## src/hdl/iq_pkg.sv

```systemverilog
package iq_pkg;

    ////////////////////////////////////////
    // sizes
    ////////////////////////////////////////
    localparam int RS_DEPTH = 8;
    localparam int RS_IDX_W = 3;
    localparam int REG_W    = 6;
    localparam int REG_NUM  = 64;
    localparam int FU_NUM   = 3;
    localparam int FU_W     = 2;
    localparam int ROB_W    = 6;
    localparam int XLEN     = 32;
    localparam int OP_W     = 4;

    // riscv major opcodes
    localparam logic [6:0] OPC_RTYPE = 7'b0110011;
    localparam logic [6:0] OPC_ITYPE = 7'b0010011;
    localparam logic [6:0] OPC_LUI   = 7'b0110111;
    localparam logic [6:0] OPC_LOAD  = 7'b0000011;
    localparam logic [6:0] OPC_STORE = 7'b0100011;

    typedef logic [OP_W-1:0] op_t;

    // internal operation codes, 0 is unknown
    localparam op_t OP_NONE = 4'd0;
    localparam op_t OP_ADD  = 4'd1;
    localparam op_t OP_ADDI = 4'd2;
    localparam op_t OP_LUI  = 4'd3;
    localparam op_t OP_ORI  = 4'd4;
    localparam op_t OP_XOR  = 4'd5;
    localparam op_t OP_SRAI = 4'd6;
    localparam op_t OP_LB   = 4'd7;
    localparam op_t OP_LW   = 4'd8;
    localparam op_t OP_SB   = 4'd9;
    localparam op_t OP_SW   = 4'd10;

    ////////////////////////////////////////
    // structs
    ////////////////////////////////////////

    // renamed instruction from dispatch
    typedef struct packed {
        logic [6:0]       opcode;
        logic [2:0]       funct3;
        logic [REG_W-1:0] rs1;
        logic [XLEN-1:0]  rs1_val;
        logic [REG_W-1:0] rs2;
        logic [XLEN-1:0]  rs2_val;
        logic [XLEN-1:0]  imm;
        logic [REG_W-1:0] rd;
        logic [XLEN-1:0]  pc;
    } dispatch_t;

    // one result broadcast per unit
    typedef struct packed {
        logic             valid;
        logic [REG_W-1:0] tag;
        logic [XLEN-1:0]  value;
    } result_t;

    typedef struct packed {
        logic             valid;
        op_t              op;
        logic [REG_W-1:0] rd;
        logic [REG_W-1:0] src1;
        logic             src1_rdy;
        logic [XLEN-1:0]  src1_data;
        logic [REG_W-1:0] src2;
        logic             src2_rdy;
        logic [XLEN-1:0]  src2_data;
        logic [XLEN-1:0]  imm;
        logic [FU_W-1:0]  fu;
        logic [ROB_W-1:0] rob;
        logic [XLEN-1:0]  pc;
    } rs_entry_t;

    typedef struct packed {
        op_t              op;
        logic [REG_W-1:0] rd;
        logic [XLEN-1:0]  src1_val;
        logic [XLEN-1:0]  src2_val;
        logic [XLEN-1:0]  imm;
        logic [FU_W-1:0]  fu;
        logic [ROB_W-1:0] rob;
        logic [XLEN-1:0]  pc;
    } issue_t;

endpackage

```

## src/hdl/op_decode.sv

```systemverilog
`timescale 1ns/1ps

module op_decode (
    input  logic        [6:0] opcode,
    input  logic        [2:0] funct3,
    output iq_pkg::op_t       op,
    output logic              force_src1,
    output logic              force_src2
);
    import iq_pkg::*;

    always_comb begin
        op = OP_NONE;
        case (opcode)
            OPC_RTYPE: begin
                case (funct3)
                    3'b000:  op = OP_ADD;
                    3'b100:  op = OP_XOR;
                    default: op = OP_NONE;
                endcase
            end
            OPC_ITYPE: begin
                case (funct3)
                    3'b000:  op = OP_ADDI;
                    3'b101:  op = OP_SRAI;
                    3'b110:  op = OP_ORI;
                    default: op = OP_NONE;
                endcase
            end
            OPC_LUI: op = OP_LUI;
            OPC_LOAD: begin
                case (funct3)
                    3'b000:  op = OP_LB;
                    3'b010:  op = OP_LW;
                    default: op = OP_NONE;
                endcase
            end
            OPC_STORE: begin
                case (funct3)
                    3'b000:  op = OP_SB;
                    3'b010:  op = OP_SW;
                    default: op = OP_NONE;
                endcase
            end
            default: op = OP_NONE;
        endcase
    end

    // lui reads no register, loads have no rs2
    assign force_src1 = (op == OP_LUI);
    assign force_src2 = (op == OP_LUI) || (op == OP_LB) || (op == OP_LW);

endmodule

```

## config.mk

```make
export PLATFORM = sky130hd
export DESIGN_NAME = op_decode
export DESIGN_NICKNAME = d
export VERILOG_FILES = /design/src/hdl/iq_pkg.sv /design/src/hdl/op_decode.sv
export SDC_FILE = /design/constraint.sdc
export NUM_CORES = 1
export LEC_CHECK = 0
export BUFFER_PORTS_ARGS = -buffer_cell sky130_fd_sc_hd__buf_2
export CAP_MARGIN = 25
export CORE_AREA = 2 2 39 41
export DETAILED_ROUTE_END_ITERATION = 10
export DIE_AREA = 0 0 41 43
export GPL_TIMING_DRIVEN = 0
export PLACE_DENSITY_LB_ADDON = 0.15
export SETUP_SLACK_MARGIN = 0.3
export SYNTH_ARGS = -nofsm -noshare
export SYNTH_HDL_FRONTEND = slang
export SYNTH_SLANG_ARGS = --single-unit
```

## constraint.sdc

```tcl
create_clock -name vclk -period 1
set_input_delay 0.05 -clock vclk [all_inputs]
set_output_delay 0.05 -clock vclk [all_outputs]
set_load 0.01 [all_outputs]
```

* Yosys cells after proc, flatten, opt, wreduce, memory -nomap -nowiden *
Index checks and enable logic that the tools add are counted.
Widths: inputs -> output; s select.

storage, ports and cells
  output and inout port bits = 6
  memory bits (writable) = 0
  bits in read-only memories = 0
  bits in latches = 0
  bits of input ports = 10
  bits in registers = 0
  memories kept = 0

operators by class
  equal/unequal tests = 12
  shifts and indexed selects = 0
  $lt $le $gt $ge = 0
  div/mod/pow operators = 0
  reductions and logical operators = 3
  muxes and demuxes = 5
  add/subtract/negate cells = 0
  bitwise gates (word level) = 0
  multiply operators = 0

operator list
  cell                count
  $eq 7x6->1 const B  3
  $pmux 4 s5          1
  $pmux 4 s2          2
  $eq 3x3->1 const B  3
  $pmux 3 s3          1
  $eq 7x2->1 const B  1
  $eq 7x5->1 const B  1
  $pmux 3 s2          1
  $eq 4x2->1 const B  1
  $eq 4x3->1 const B  1
  $eq 4x4->1 const B  1
  $eq 3x2->1 const B  1
  $logic_not 3->1     1
  $logic_or 1x1->1    2

* Depth between registers and ports, before layout *
  word-level depth = 6
  mapped depth = 4
  mapped depth without buffers = 3

* Least setup slack after synthesis *
OpenSTA, ideal clock, no wires.

  path kind = in2out
  from = in opcode[4]
  to = out op[2]
  stages on the path = 4
  buffers on the path = 1
  data arrival time = 1.109 ns
  slack = -0.159 ns
  path through = clkbuf_1 > or4_1 > a31o_1 > a211oi_2

on the way
  word-level cells in the longest chain between the ends = 2
  elaborated cells between the ends (all ways) = 6

RTL lines
  what                                      RTL line         source
  start: declaration                        op_decode.sv:4   input logic [6:0] opcode,
  $eq 7x6->1, or another cell as far along  op_decode.sv:14  case (opcode)
  $pmux 4 s5 *                              op_decode.sv:14
  end: declaration                          op_decode.sv:6   output iq_pkg::op_t op,

Every way passes the cells marked *; elsewhere a longest branch is shown, timed or not.

* Worst setup path in the final report *
  from = in opcode[5]
  to = out op[2]

Same word-level chain as after synthesis.

==> flow_summary.yaml <==
run_status:
  status: "finished, violations left"
  violations: "setup timing"
global_routing:
  grt_max_degree: 9
  track_usage: 0.0720
  grt_pass1_vias: 230
  gr-total-overflow: 0
  grt_pass1_wl_um: 966
  antenna_found_initial: 0
drt:
  drt_first_iter_violations: 0
  drt-wirelength-per-cell_um: 10.6
  vias: 282
  vias_per_cell: 4.70
  ant_nets: 0
  dr.pass1.iters: 1
  drc: 0
  totalWireLength_um: 637
job:
  cap_violations: 0
setup_path:
  cp_max_fo: 8
  worst-path-buf-inv: 2
  crit_cells: 5
  worstPathArrival_ns: 1.19
  path_common_cell: "buf_2"
  cp_slowest_cell: "or4_1"
  cp-start-kind: "input pin"
  cp.required_ns: 0.95
  endpoint_kind: "primary output"
  path_class: "input pin to primary output"
  cp_top_family: "simple AND/OR/NAND/NOR gates"
  crit_path_cell_trace: "buf_2 -> or4_1 -> a31o_1 -> a211oi_2 -> buf_2"
  cpPeakStageDelay_ns: 0.47
floorplan:
  die_w_um: 41
  start_util: 0.117
  die_y_um: 43
  core_um2: 1380
  rows: 14
  die-area_um2: 1760
  io-pin-count: 16
timing:
  slew_violations: 0
  worst_slack_ns: -0.236
  max_freq_mhz: 809
  rsz0062_at_grt: "yes"
  hold_viol_final: 0
  max_slew.worst_pin.slew_ns: 0.251
  setup_viol: 5
  max-slew-margin-rel: 0.832
  tns_ns: -0.641
  finalCritPeriodShare: 1.24
  period_needed_ns: 1.24
synthesis:
  synth_compound_area_frac: 0.403
  syn-cell-area_um2: 161
  ys_seq_area_frac: 0
  postSynthCellCount: 25
  synth_top_family_by_area: "simple AND/OR/NAND/NOR gates"
  synth_mux_area_frac: 0
  syn_nets: 35
  avgSynthCellArea_um2: 6.46
  synth_cell_types: 19
  ys_warn_count: 0
  synthXorXnorAreaFrac: 0
  yosys.area_share.simple: 0.574
  ys_top_cells_by_area: "nor2_1 (12%), nand4b_1 (11%), a211oi_2 (7.8%)"
  synthAdderAreaFrac: 0
  synth_area_leader_cell: "nor2_1"
  yosysTopAreaCellShare: 0.116
placed_design:
  portBuffers: 15
  gp_congestion: 0.708
  placed_area_um2: 295
pwr:
  ir_worst_vdd_v: 0.0000895
  p_total_w: 0.000122
  power_leakage_nw: 0.164
  power_density_nw_per_um2: 286
finish:
  stdcell_area_um2: 425
  final_nets: 56
  drive_gt1_frac: 0.682
  diodes: 0
  area_growth_syn_to_layout_pct: 164
  seq_area_um2: 0
  nFlopsAndLatches: 0
  nClkBuffers: 0
hold_path:
  min_delay_path_depth: 3
  hold_class: "input pin to primary output"
clock_network:
  hold_buffers: 0
## path summary, 6_finish.rpt
check / endpoint / slack (ns) / startpoint
max: op[2] / -0.24 / opcode[5]
min: op[2] / 0.35 / opcode[2]
## cell usage after synthesis
cell type,instances
nand2_1,1
and3b_1,1
nand3_1,2
clkbuf_1,1
o21ai_0,1
a221oi_1,1
or4_1,1
a41oi_1,1
a31o_1,1
nor3_1,1
a21oi_1,1
nand4_1,1
a211o_1,1
or4_2,1
a211oi_2,1
nor2_1,5
nand4b_1,2
o21a_1,1
or3_1,1
## where the power goes
group | total, W | internal [W] | switching, W
combinational | 0.000122 | 0.0000671 | 0.0000546
clock | 0 | 0 | 0
sequential | 0 | 0 | 0
total | 0.000122 | 0.0000671 | 0.0000546
## placed cells by master, fill, tap and decap left out, types with 2 or more instances in the layout
cell,instances
buf_6,5
nor2_4,2
nand4b_1,2
buf_8,2
nor2_2,2
buf_4,2
buf_2,9
## area by class of cell
type / count / area [um2]
Timing Repair Buffer: 19 / 166
Tap cell: 16 / 20.0
Multi-Input combinational cell: 24 / 214
Buffer: 1 / 25.0
Fill cell: 155 / 958
## stage by stage
| step | hold slack [ns] | utilization | std cells | worst slack (ns) |
|---|---|---|---|---|
| finish | 0.345 | 0.307 | 60 | -0.236 |
| global placement | 0.434 | 0.213 | 56 | -0.291 |
| global route | 0.360 | 0.307 | 60 | -0.314 |
| CTS | 0.360 | 0.271 | 59 | -0.245 |
| detailed placement | 0.429 | 0.213 | 56 | -0.275 |
| floorplan | 0.128 | - | 25 | -0.0508 |
## logic make-up after synthesis
| group | after synthesis |
|---|---|
| compound gates | 8 |
| buf+inv | 1 |
| simple gates | 16 |
## layer usage
metal  vias to the layer above  global-route usage  routed length [um]  part of all wire
li1                        142                   -                   -                 -
met1                       132               0.127                 314              0.49
met2                         8               0.100                 292              0.46
met3                         0                   0                  30             0.047
met4                         0                   0                   0                 0
met5                         -                   0                   0                 0
## what timing repair did
action / 4_1_cts / 5_1_grt
cloned: 0 / 0
resized for setup: 13 / 6
setup endpoints to repair: 6 / 6
buffers inserted: 3 / 1
pin swaps: 6 / 3
Note: power is estimated with default switching activity, not from simulation.
