==> src/hdl/iq_pkg.sv <==
package iq_pkg;

    ////////////////////////////////////////
    // sizes
    ////////////////////////////////////////
    localparam int RS_DEPTH = 8;
    localparam int RS_IDX_W = 3;
    localparam int REG_W    = 6;
    localparam int REG_NUM  = 64;
    localparam int FU_NUM   = 3;
    localparam int FU_W     = 2;
    localparam int ROB_W    = 6;
    localparam int XLEN     = 32;
    localparam int OP_W     = 4;

    // riscv major opcodes
    localparam logic [6:0] OPC_RTYPE = 7'b0110011;
    localparam logic [6:0] OPC_ITYPE = 7'b0010011;
    localparam logic [6:0] OPC_LUI   = 7'b0110111;
    localparam logic [6:0] OPC_LOAD  = 7'b0000011;
    localparam logic [6:0] OPC_STORE = 7'b0100011;

    typedef logic [OP_W-1:0] op_t;

    // internal operation codes, 0 is unknown
    localparam op_t OP_NONE = 4'd0;
    localparam op_t OP_ADD  = 4'd1;
    localparam op_t OP_ADDI = 4'd2;
    localparam op_t OP_LUI  = 4'd3;
    localparam op_t OP_ORI  = 4'd4;
    localparam op_t OP_XOR  = 4'd5;
    localparam op_t OP_SRAI = 4'd6;
    localparam op_t OP_LB   = 4'd7;
    localparam op_t OP_LW   = 4'd8;
    localparam op_t OP_SB   = 4'd9;
    localparam op_t OP_SW   = 4'd10;

    ////////////////////////////////////////
    // structs
    ////////////////////////////////////////

    // renamed instruction from dispatch
    typedef struct packed {
        logic [6:0]       opcode;
        logic [2:0]       funct3;
        logic [REG_W-1:0] rs1;
        logic [XLEN-1:0]  rs1_val;
        logic [REG_W-1:0] rs2;
        logic [XLEN-1:0]  rs2_val;
        logic [XLEN-1:0]  imm;
        logic [REG_W-1:0] rd;
        logic [XLEN-1:0]  pc;
    } dispatch_t;

    // one result broadcast per unit
    typedef struct packed {
        logic             valid;
        logic [REG_W-1:0] tag;
        logic [XLEN-1:0]  value;
    } result_t;

    typedef struct packed {
        logic             valid;
        op_t              op;
        logic [REG_W-1:0] rd;
        logic [REG_W-1:0] src1;
        logic             src1_rdy;
        logic [XLEN-1:0]  src1_data;
        logic [REG_W-1:0] src2;
        logic             src2_rdy;
        logic [XLEN-1:0]  src2_data;
        logic [XLEN-1:0]  imm;
        logic [FU_W-1:0]  fu;
        logic [ROB_W-1:0] rob;
        logic [XLEN-1:0]  pc;
    } rs_entry_t;

    typedef struct packed {
        op_t              op;
        logic [REG_W-1:0] rd;
        logic [XLEN-1:0]  src1_val;
        logic [XLEN-1:0]  src2_val;
        logic [XLEN-1:0]  imm;
        logic [FU_W-1:0]  fu;
        logic [ROB_W-1:0] rob;
        logic [XLEN-1:0]  pc;
    } issue_t;

endpackage

==> src/hdl/dispatch_tagger.sv <==
`timescale 1ns/1ps

module dispatch_tagger (
    input  logic                     clk,
    input  logic                     rstn,
    input  logic                     accept,
    output logic [iq_pkg::ROB_W-1:0] rob_no,
    output logic [iq_pkg::FU_W-1:0]  fu_no
);
    import iq_pkg::*;

    logic [ROB_W-1:0] rob_q;
    logic [FU_W-1:0]  fu_q;

    // rob number wraps 63 -> 0 on its own
    always_ff @(posedge clk or negedge rstn) begin
        if (!rstn) begin
            rob_q <= '0;
        end else if (accept) begin
            rob_q <= rob_q + ROB_W'(1);
        end
    end

    // round robin over the units
    always_ff @(posedge clk or negedge rstn) begin
        if (!rstn) begin
            fu_q <= '0;
        end else if (accept) begin
            if (fu_q == FU_W'(FU_NUM - 1)) begin
                fu_q <= '0;
            end else begin
                fu_q <= fu_q + FU_W'(1);
            end
        end
    end

    // current values go with the instruction being accepted
    assign rob_no = rob_q;
    assign fu_no  = fu_q;

endmodule

==> config.mk <==
export PLATFORM = sky130hd
export DESIGN_NAME = dispatch_tagger
export DESIGN_NICKNAME = d
export VERILOG_FILES = /design/src/hdl/iq_pkg.sv /design/src/hdl/dispatch_tagger.sv
export SDC_FILE = /design/constraint.sdc
export NUM_CORES = 1
export LEC_CHECK = 0
export BUFFER_PORTS_ARGS = -buffer_cell sky130_fd_sc_hd__buf_4
export CAP_MARGIN = 25
export CORE_AREA = 2 2 39 41
export DETAILED_ROUTE_END_ITERATION = 12
export DIE_AREA = 0 0 41 43
export HOLD_SLACK_MARGIN = 0.06
export PLACE_DENSITY = 0.57
export SYNTH_ARGS = -nofsm -noshare
export SYNTH_HDL_FRONTEND = slang
export SYNTH_SLANG_ARGS = --single-unit
==> constraint.sdc <==
create_clock -name clk -period 1.2 [get_ports clk]
set_input_delay 0.24 -clock clk [delete_from_list [all_inputs] [get_ports clk]]
set_output_delay 0.24 -clock clk [all_outputs]
set_load 0.02 [all_outputs]
-- Word level (Yosys, flattened, before mapping)
Index checks and enable logic that the tools add are counted.
- register bits: 8
- output and inout port bits: 8
- word-level logic and storage cells: 6
- equal/unequal tests: 1
- $add $sub $neg: 2
- mux-type cells: 1
- operator list (cell ; count):
    $add A6 B1 Y6 const B ; 1
    $add A2 B1 Y2 const B ; 1
    $eq A2 B2 Y1 const B ; 1
    $mux W2 ; 1

-- Longest topological paths before layout
Gate-level depths: netlist of the first run.
- depth after elaboration: 2
- gate-level depth with buffers: 4
- depth with buffers taken out: 3

-- Worst setup path after synthesis of the first run
OpenSTA, ideal clock, no wires.
- path kind: register to register
- from: register rob_q[0] (netlist: rob_no[0])
- to: register rob_q[1] (netlist: rob_no[1])
- data arrival time: 1052 ps
- path buffers: 0
- cell stages (with the launch flop): 3
- data required time: 1075 ps
- setup time: 125 ps
- path slack: 24 ps
- clock period less this slack: 1176 ps
- path through: dfrtp_1 -> ha_1 -> mux2_2
- word-level cells in the longest chain between the ends: 1
- ends and longest elaborated chain (item ; RTL line ; RTL):
    from (decl) ; dispatch_tagger.sv:12 ; logic [ROB_W-1:0] rob_q;
    from (signal assigned) ; dispatch_tagger.sv:20 ; rob_q <= rob_q + ROB_W'(1);
    $add A6 B1 Y6 ; dispatch_tagger.sv:20 ;
No other way between the ends.
A chain may end at the register's enable or synchronous reset.

-- Worst setup path after layout of the first run
- from: register rob_q[1] (netlist: rob_no[1])
- to: output port rob_no[1] (netlist bit)
- RTL lines (item ; RTL line ; RTL):
    to (decl) ; dispatch_tagger.sv:7 ; output logic [iq_pkg::ROB_W-1:0] rob_no,
No word-level cell between the ends.

==> summary.md, run 1 <==
| Metric | Value |
|---|---|
| Fin Hold WS | 0.252 ns |
| Initial antenna violation count | 0 |
| Total congestion overflow | 0 |
| Worst slew pin tran | 0.207 ns |
| CP Capture Type | primary output |
| Number of diodes | 0 |
| Critical Path, Cell by Cell | buf_6 > buf_4 |
| Crit path buf inv count | 2 |
| Fin crit period | 1.15 ns |
| Final worst setup slack | 0.0466 ns |
| H-tree Lvls | 1 |
| Die Y | 43 µm |
| Synth unique cells | 12 |
| CORE AREA | 0.00138 mm² |
| Crit path depth | 2 |
| # DRC | 0 |
| Rel. slew slack | 86.2% |
| Num Clock Sinks | 8 |
| Post-Syn Area | 349 µm² |
| Fraction of layout cells with a size suffix above 1 | 46.2% |
| Die width | 41 µm |
| Vias after detailed routing | 230 |
| Fmax | 867 MHz |
| Clock insertion delay at the later pin of the skew report | 0.26 ns |
| Die area | 0.00176 mm² |
| Crit path max-delay family | flip-flops |
| Dpl ws | 0.152 ns |
| Antenna-violating nets left | 0 |
| Global-route wire length before repair | 952 µm |
| Wire per inst | 10.5 µm |
| Total Routed Length | 575 µm |
| Vias per cell | 4.18 |
| HP Class | primary input to flip-flop |
| Final Slew Violations | 0 |
| Post-Route Setup TNS | 0 ns |
| Root Buffer | clkbuf_4 |
| Initial Util | 25.2% |
| I/O Buffers | 10 |
| Syn_nets | 29 |
| Layout Nets | 45 |
| Status | finished clean |
| PD cells | 3000 mW/mm² |
| Total Routing Usage GR | 8.80% |
| Mean post-synth cell area | 14.0 µm² |
| # setup viols final | 0 |
| Pre-antenna DRT Iters | 2 |
| Vias in the first global route | 220 |
| Worst-path clk slew | 0.05 ns |
| Syn. warnings | 0 |
| Fin util | 34.4% |
| TritonCTS buffer count | 3 |
| Mapped Cells | 25 |
| Largest net degree at the start of global routing | 9 |
| Crit path max fanout | 3 |
| Leak | 0.221 nW |
| HPWL Detailed | 468 µm |
| Ratio of final minimum period to clock period | 96.1% |
| Unrepaired setup endpoints after global routing | no |
| Seq/Total Area, Yosys | 57.3% |
| Critical path type | flip-flop to primary output |
| Worst endpoint data arrival time | 0.91 ns |
| Worst-case clock skew | 0.00197 ns |
| Initial DRC count | 3 |
| Critical path's slowest cell | dfrtp_1 |
| Setup crit start kind | flip-flop |
| Row count | 14 |
| Flops & latches, synth | 8 |
| Worst R2R Path Depth | 2 |
| Max incr delay on CP | 0.38 ns |
| WP data required | 0.96 ns |
| Max-cap violation count | 0 |
| Placed cell area | 448 µm² |
| Area delta synth->final | 36.6% |
| Placer Congestion | 0.613 |
| I/O pins | 11 |
| Hold Path Depth | 2 |
| IR Drop Worst-Case VDD | 1.06 mV |
| Bufs on Longest Clock Path | 2 |
| Post-route cell area | 477 µm² |
| CTS tree | done |
| Final hold vios | 0 |
-- flip-flops by register name, summed over array words and instances (netlist names) --
name    flops
rob_no      6
fu_no       2
-- cell families (layout without fill, tap and decap cells) --
group | count (synthesis) | in the layout | synth area share (%)
xor+xnor | 5 | 5 | 12.5
fa+ha+maj | 1 | 1 | 3.58
mux | 3 | 3 | 9.32
flops | 8 | 8 | 57.3
buf+inv | 1 | 15 | 3.23
simple gates | 7 | 7 | 14.0
-- Yosys cell counts --
master / n / area, µm²
nor2_1: 1 / 3.75
nand4_1: 1 / 6.26
dfrtp_1: 8 / 200
mux2_2: 2 / 22.5
buf_6: 1 / 11.3
xor2_1: 2 / 17.5
mux2i_1: 1 / 10.0
ha_1: 1 / 12.5
xnor2_1: 3 / 26.3
nand4_4: 1 / 21.3
nor2_2: 1 / 6.26
nand2_1: 3 / 11.3
-- cells in the final DEF (no fill, tap or decap) --
master | Yosys | final
xor2_1 | 2 | 2
dfrtp_1 | 8 | 8
mux2i_1 | 1 | 1
buf_4 | 0 | 10
nand2_1 | 3 | 3
nand4_1 | 1 | 1
nor2_1 | 1 | 1
xnor2_1 | 3 | 3
dlygate4sd3_1 | 0 | 1
clkbuf_4 | 0 | 3
nor2_2 | 1 | 1
buf_6 | 1 | 1
mux2_2 | 2 | 2
ha_1 | 1 | 1
nand4_4 | 1 | 1
-- power by group --
part | switching [mW] | internal (mW)
clock | 0.0929 | 0.115
combinational | 0.329 | 0.338
sequential | 0.147 | 0.408
total | 0.569 | 0.861
-- worst paths after layout --
| kind | start | endpoint | slack [ns] |
|---|---|---|---|
| min reg2reg | rob_no[5] | rob_no[5] | 0.47 |
| min in group asynchronous | rstn | rob_no[2] | 0.33 |
| max reg2reg | rob_no[0] | rob_no[1] | 0.07 |
| max | rob_no[1] | rob_no[1] | 0.05 |
| min | accept | rob_no[0] | 0.25 |
| max in group asynchronous | rstn | fu_no[1] | 0.74 |
-- layer usage --
metal / vias to the layer above / global-route usage [%] / routed length (µm)
met4: 0 / 2.00 / 0
li1: 113 / - / -
met1: 107 / 8.55 / 208
met2: 10 / 12.5 / 290
met5: - / 0 / 0
met3: 0 / 9.42 / 75
-- layout make-up --
type | count | area [µm²]
clock buffers | 3 | 22.5
fillers | 137 | 907
multi-input cells | 16 | 138
flip-flops and latches | 8 | 200
well taps | 16 | 20.0
repair buffers | 12 | 96.3
-- timing repair --
action,in CTS,in global routing
setup buffers,0,0
setup endpoints to repair,0,2
gates resized for setup,0,1
hold buffers,1,0
endpoints found under the hold margin,8,0
-- per-stage QoR --
step	total power [mW]	instances
2_1_floorplan	0.924	25
3_3_place_gp	1.22	52
3_5_place_dp	1.25	52
4_1_cts	1.47	56
5_1_grt	1.53	55
6_report	1.43	55
(Power assumes the default switching activity.)
==> run 2, diff against run 1 <==
CTS_BUF_LIST = sky130_fd_sc_hd__clkbuf_4 sky130_fd_sc_hd__clkbuf_8 sky130_fd_sc_hd__clkbuf_16   (was unset)
clock period = 1.35 ns   (was 1.2 ns; I/O delays follow)
==> run 2 against run 1 <==
Register-to-register slack gained 0.15 ns. Sequential share of layout area up 1.0 points. Core utilization is 0.81 points lower. Clock power fell by 15%. Die area stayed put. Final cell count is 1.8% lower. Clock skew about the same. Combinational power fell by 19%. Sequential power down 7.9%. Count of clock-buffer cells in the layout unchanged. Hold slack improved by 0.037 ns. Non-clock buffer count is 1 lower. Largest power group unchanged.
==> summary.md, run 2 (synthesis results as in run 1) <==
| Metric | Value |
|---|---|
| Number of diodes | 0 (unchanged) |
| FF-to-FF End | rob_no[1] |
| Initial antenna violation count | 0 (unchanged) |
| Largest net degree at the start of global routing | 9 (unchanged) |
| Max incr delay on CP | 0.45 ns (+0.07 ns) |
| Vias after detailed routing | 211 (-8.3%) |
| Bufs on Longest Clock Path | 2 (unchanged) |
| CORE AREA | 0.00138 mm² (unchanged) |
| Worst-case clock skew | 0.00187 ns (-0.0000997 ns) |
| Most frequent cells in the layout | 10 x buf_4, 8 x dfrtp_1, 3 x xnor2_1, 3 x nand2_1, 3 x clkbuf_4 |
| Unrepaired setup endpoints after global routing | no |
| Rel. slew slack | 85.3% (-0.85 points) |
| Worst slew pin tran | 0.220 ns (+0.0128 ns) |
| Total Routed Length | 561 µm (-2.4%) |
| Initial Util | 25.2% (unchanged) |
| Vias in the first global route | 227 (+3.2%) |
| Critical Path, Cell by Cell | buf_4 |
| Root Buffer | clkbuf_4 |
| Fraction of layout cells with a size suffix above 1 | 44.7% (-1.4 points) |
| Start point of the critical path | rob_no[2] |
| Worst R2R Path Depth | 2 (unchanged) |
| CTS tree | done |
| Initial DRC count | 5 (+2) |
| Post-Route Setup TNS | 0 ns (unchanged) |
| Final hold vios | 0 (unchanged) |
| Total Routing Usage GR | 8.40% (-0.40 points) |
| Fmax | 866 MHz |
| Critical path's slowest cell | dfrtp_1 |
| IR Drop Worst-Case VDD | 0.913 mV (-14%) |
| HP Class | primary input to flip-flop |
| PD cells | 2640 mW/mm² (-12%) |
| Most common cell after layout, fill and taps aside | buf_4 |
| Crit path max fanout | 4 (+1) |
| # setup viols final | 0 (unchanged) |
| Crit path buf inv count | 1 (-1) |
| Crit path depth | 1 (-1) |
| Die Y | 43 µm (unchanged) |
| Area delta synth->final | 33.3% |
| Resized cells post-CTS | 0 (unchanged) |
| Antenna-violating nets left | 0 (unchanged) |
| Fin util | 33.6% (-0.81 points) |
| Placer Congestion | 0.609 (-0.55%) |
| Worst-path clk slew | 0.05 ns (about the same) |
| Clock insertion delay at the later pin of the skew report | 0.24 ns (-0.02 ns) |
| Setup crit end | rob_no[2] |
| Global-route wire length before repair | 945 µm (-0.74%) |
| Leak | 0.215 nW (-2.7%) |
| H-tree Lvls | 1 (unchanged) |
| Max-cap violation count | 0 (unchanged) |
| Critical path type | flip-flop to primary output |
| CP Capture Type | primary output |
| I/O pins | 11 (unchanged) |
| Wire per inst | 10.4 µm (-0.63%) |
| # DRC | 0 (unchanged) |
| Ratio of final minimum period to clock period | 85.5% |
| Reg2Reg Setup Slack | 0.22 ns (+0.15 ns) |
| WP data required | 1.08 ns (+0.12 ns) |
| Die width | 41 µm (unchanged) |
| Pre-antenna DRT Iters | 2 (unchanged) |
| Layout Nets | 44 (-2.2%) |
| Crit path max-delay family | flip-flops |
| Total congestion overflow | 0 (unchanged) |
| Setup crit start kind | flip-flop |
| Num Clock Sinks | 8 (unchanged) |
| Final Slew Violations | 0 (unchanged) |
| Row count | 14 (unchanged) |
| Worst endpoint data arrival time | 0.88 ns (-0.03 ns) |
| Status | finished clean |
| Vias per cell | 3.91 (-6.6%) |
| Fin crit period | 1.15 ns |
| Max reg flops | 6 (unchanged) |
| TritonCTS buffer count | 3 (unchanged) |
| Die area | 0.00176 mm² (unchanged) |
| Reg-to-Reg Start | rob_no[0] |
| I/O Buffers | 10 (unchanged) |
| Post-CTS setup buffer count | 0 (unchanged) |
==> run 2: per-layer routing <==
layer	routed length (µm)	share of wire (%)	vias to the layer above	GRT usage [%]
li1	-	-	108	-
met1	242	43	96	8.91
met2	276	49	7	11.9
met3	42	7.5	0	6.28
met4	0	0	0	4.00
met5	0	0	-	0
==> run 2: cell type report <==
cell class | instances | area (µm²)
well taps | 16 | 20.0
flip-flops and latches | 8 | 200
fillers | 134 | 918
multi-input cells | 16 | 138
repair buffers | 11 | 85.1
clock buffers | 3 | 22.5
==> run 2: what timing repair did <==
action	CTS	global route
hold buffers	1	0
endpoints found under the setup margin	0	0
endpoints found under the hold margin	8	0
==> run 2: through the flow <==
stage | area [µm²] | std cells | hold WS [ns] | setup slack, ns | total power, mW
final | 465 | 54 | 0.290 | 0.195 | 1.23
after global routing | 465 | 54 | 0.284 | 0.154 | 1.32
after CTS | 465 | 54 | 0.274 | 0.184 | 1.25
after detailed placement | 433 | 50 | 0.0938 | 0.228 | 1.07
after global placement | 433 | 50 | 0.0892 | 0.261 | 1.04
after floorplan | 349 | 25 | -0.0256 | 0.174 | 0.821
==> run 2: worst min path at each step <==
stage	cells past startpoint	endpoint	from
2_1_floorplan	0	fu_no[0]	rstn
6_report	2	rob_no[0]	accept
3_3_place_gp	1	rob_no[5]	rstn
5_1_grt	2	rob_no[0]	accept
3_5_place_dp	1	rob_no[3]	rstn
4_1_cts	2	rob_no[0]	accept
==> run 2: power by group <==
group          leakage [nW]  internal (mW)  switching, mW
clock network        0.0138          0.101         0.0745
logic                 0.105          0.272          0.271
registers            0.0968          0.362          0.149
total                 0.215          0.736          0.494
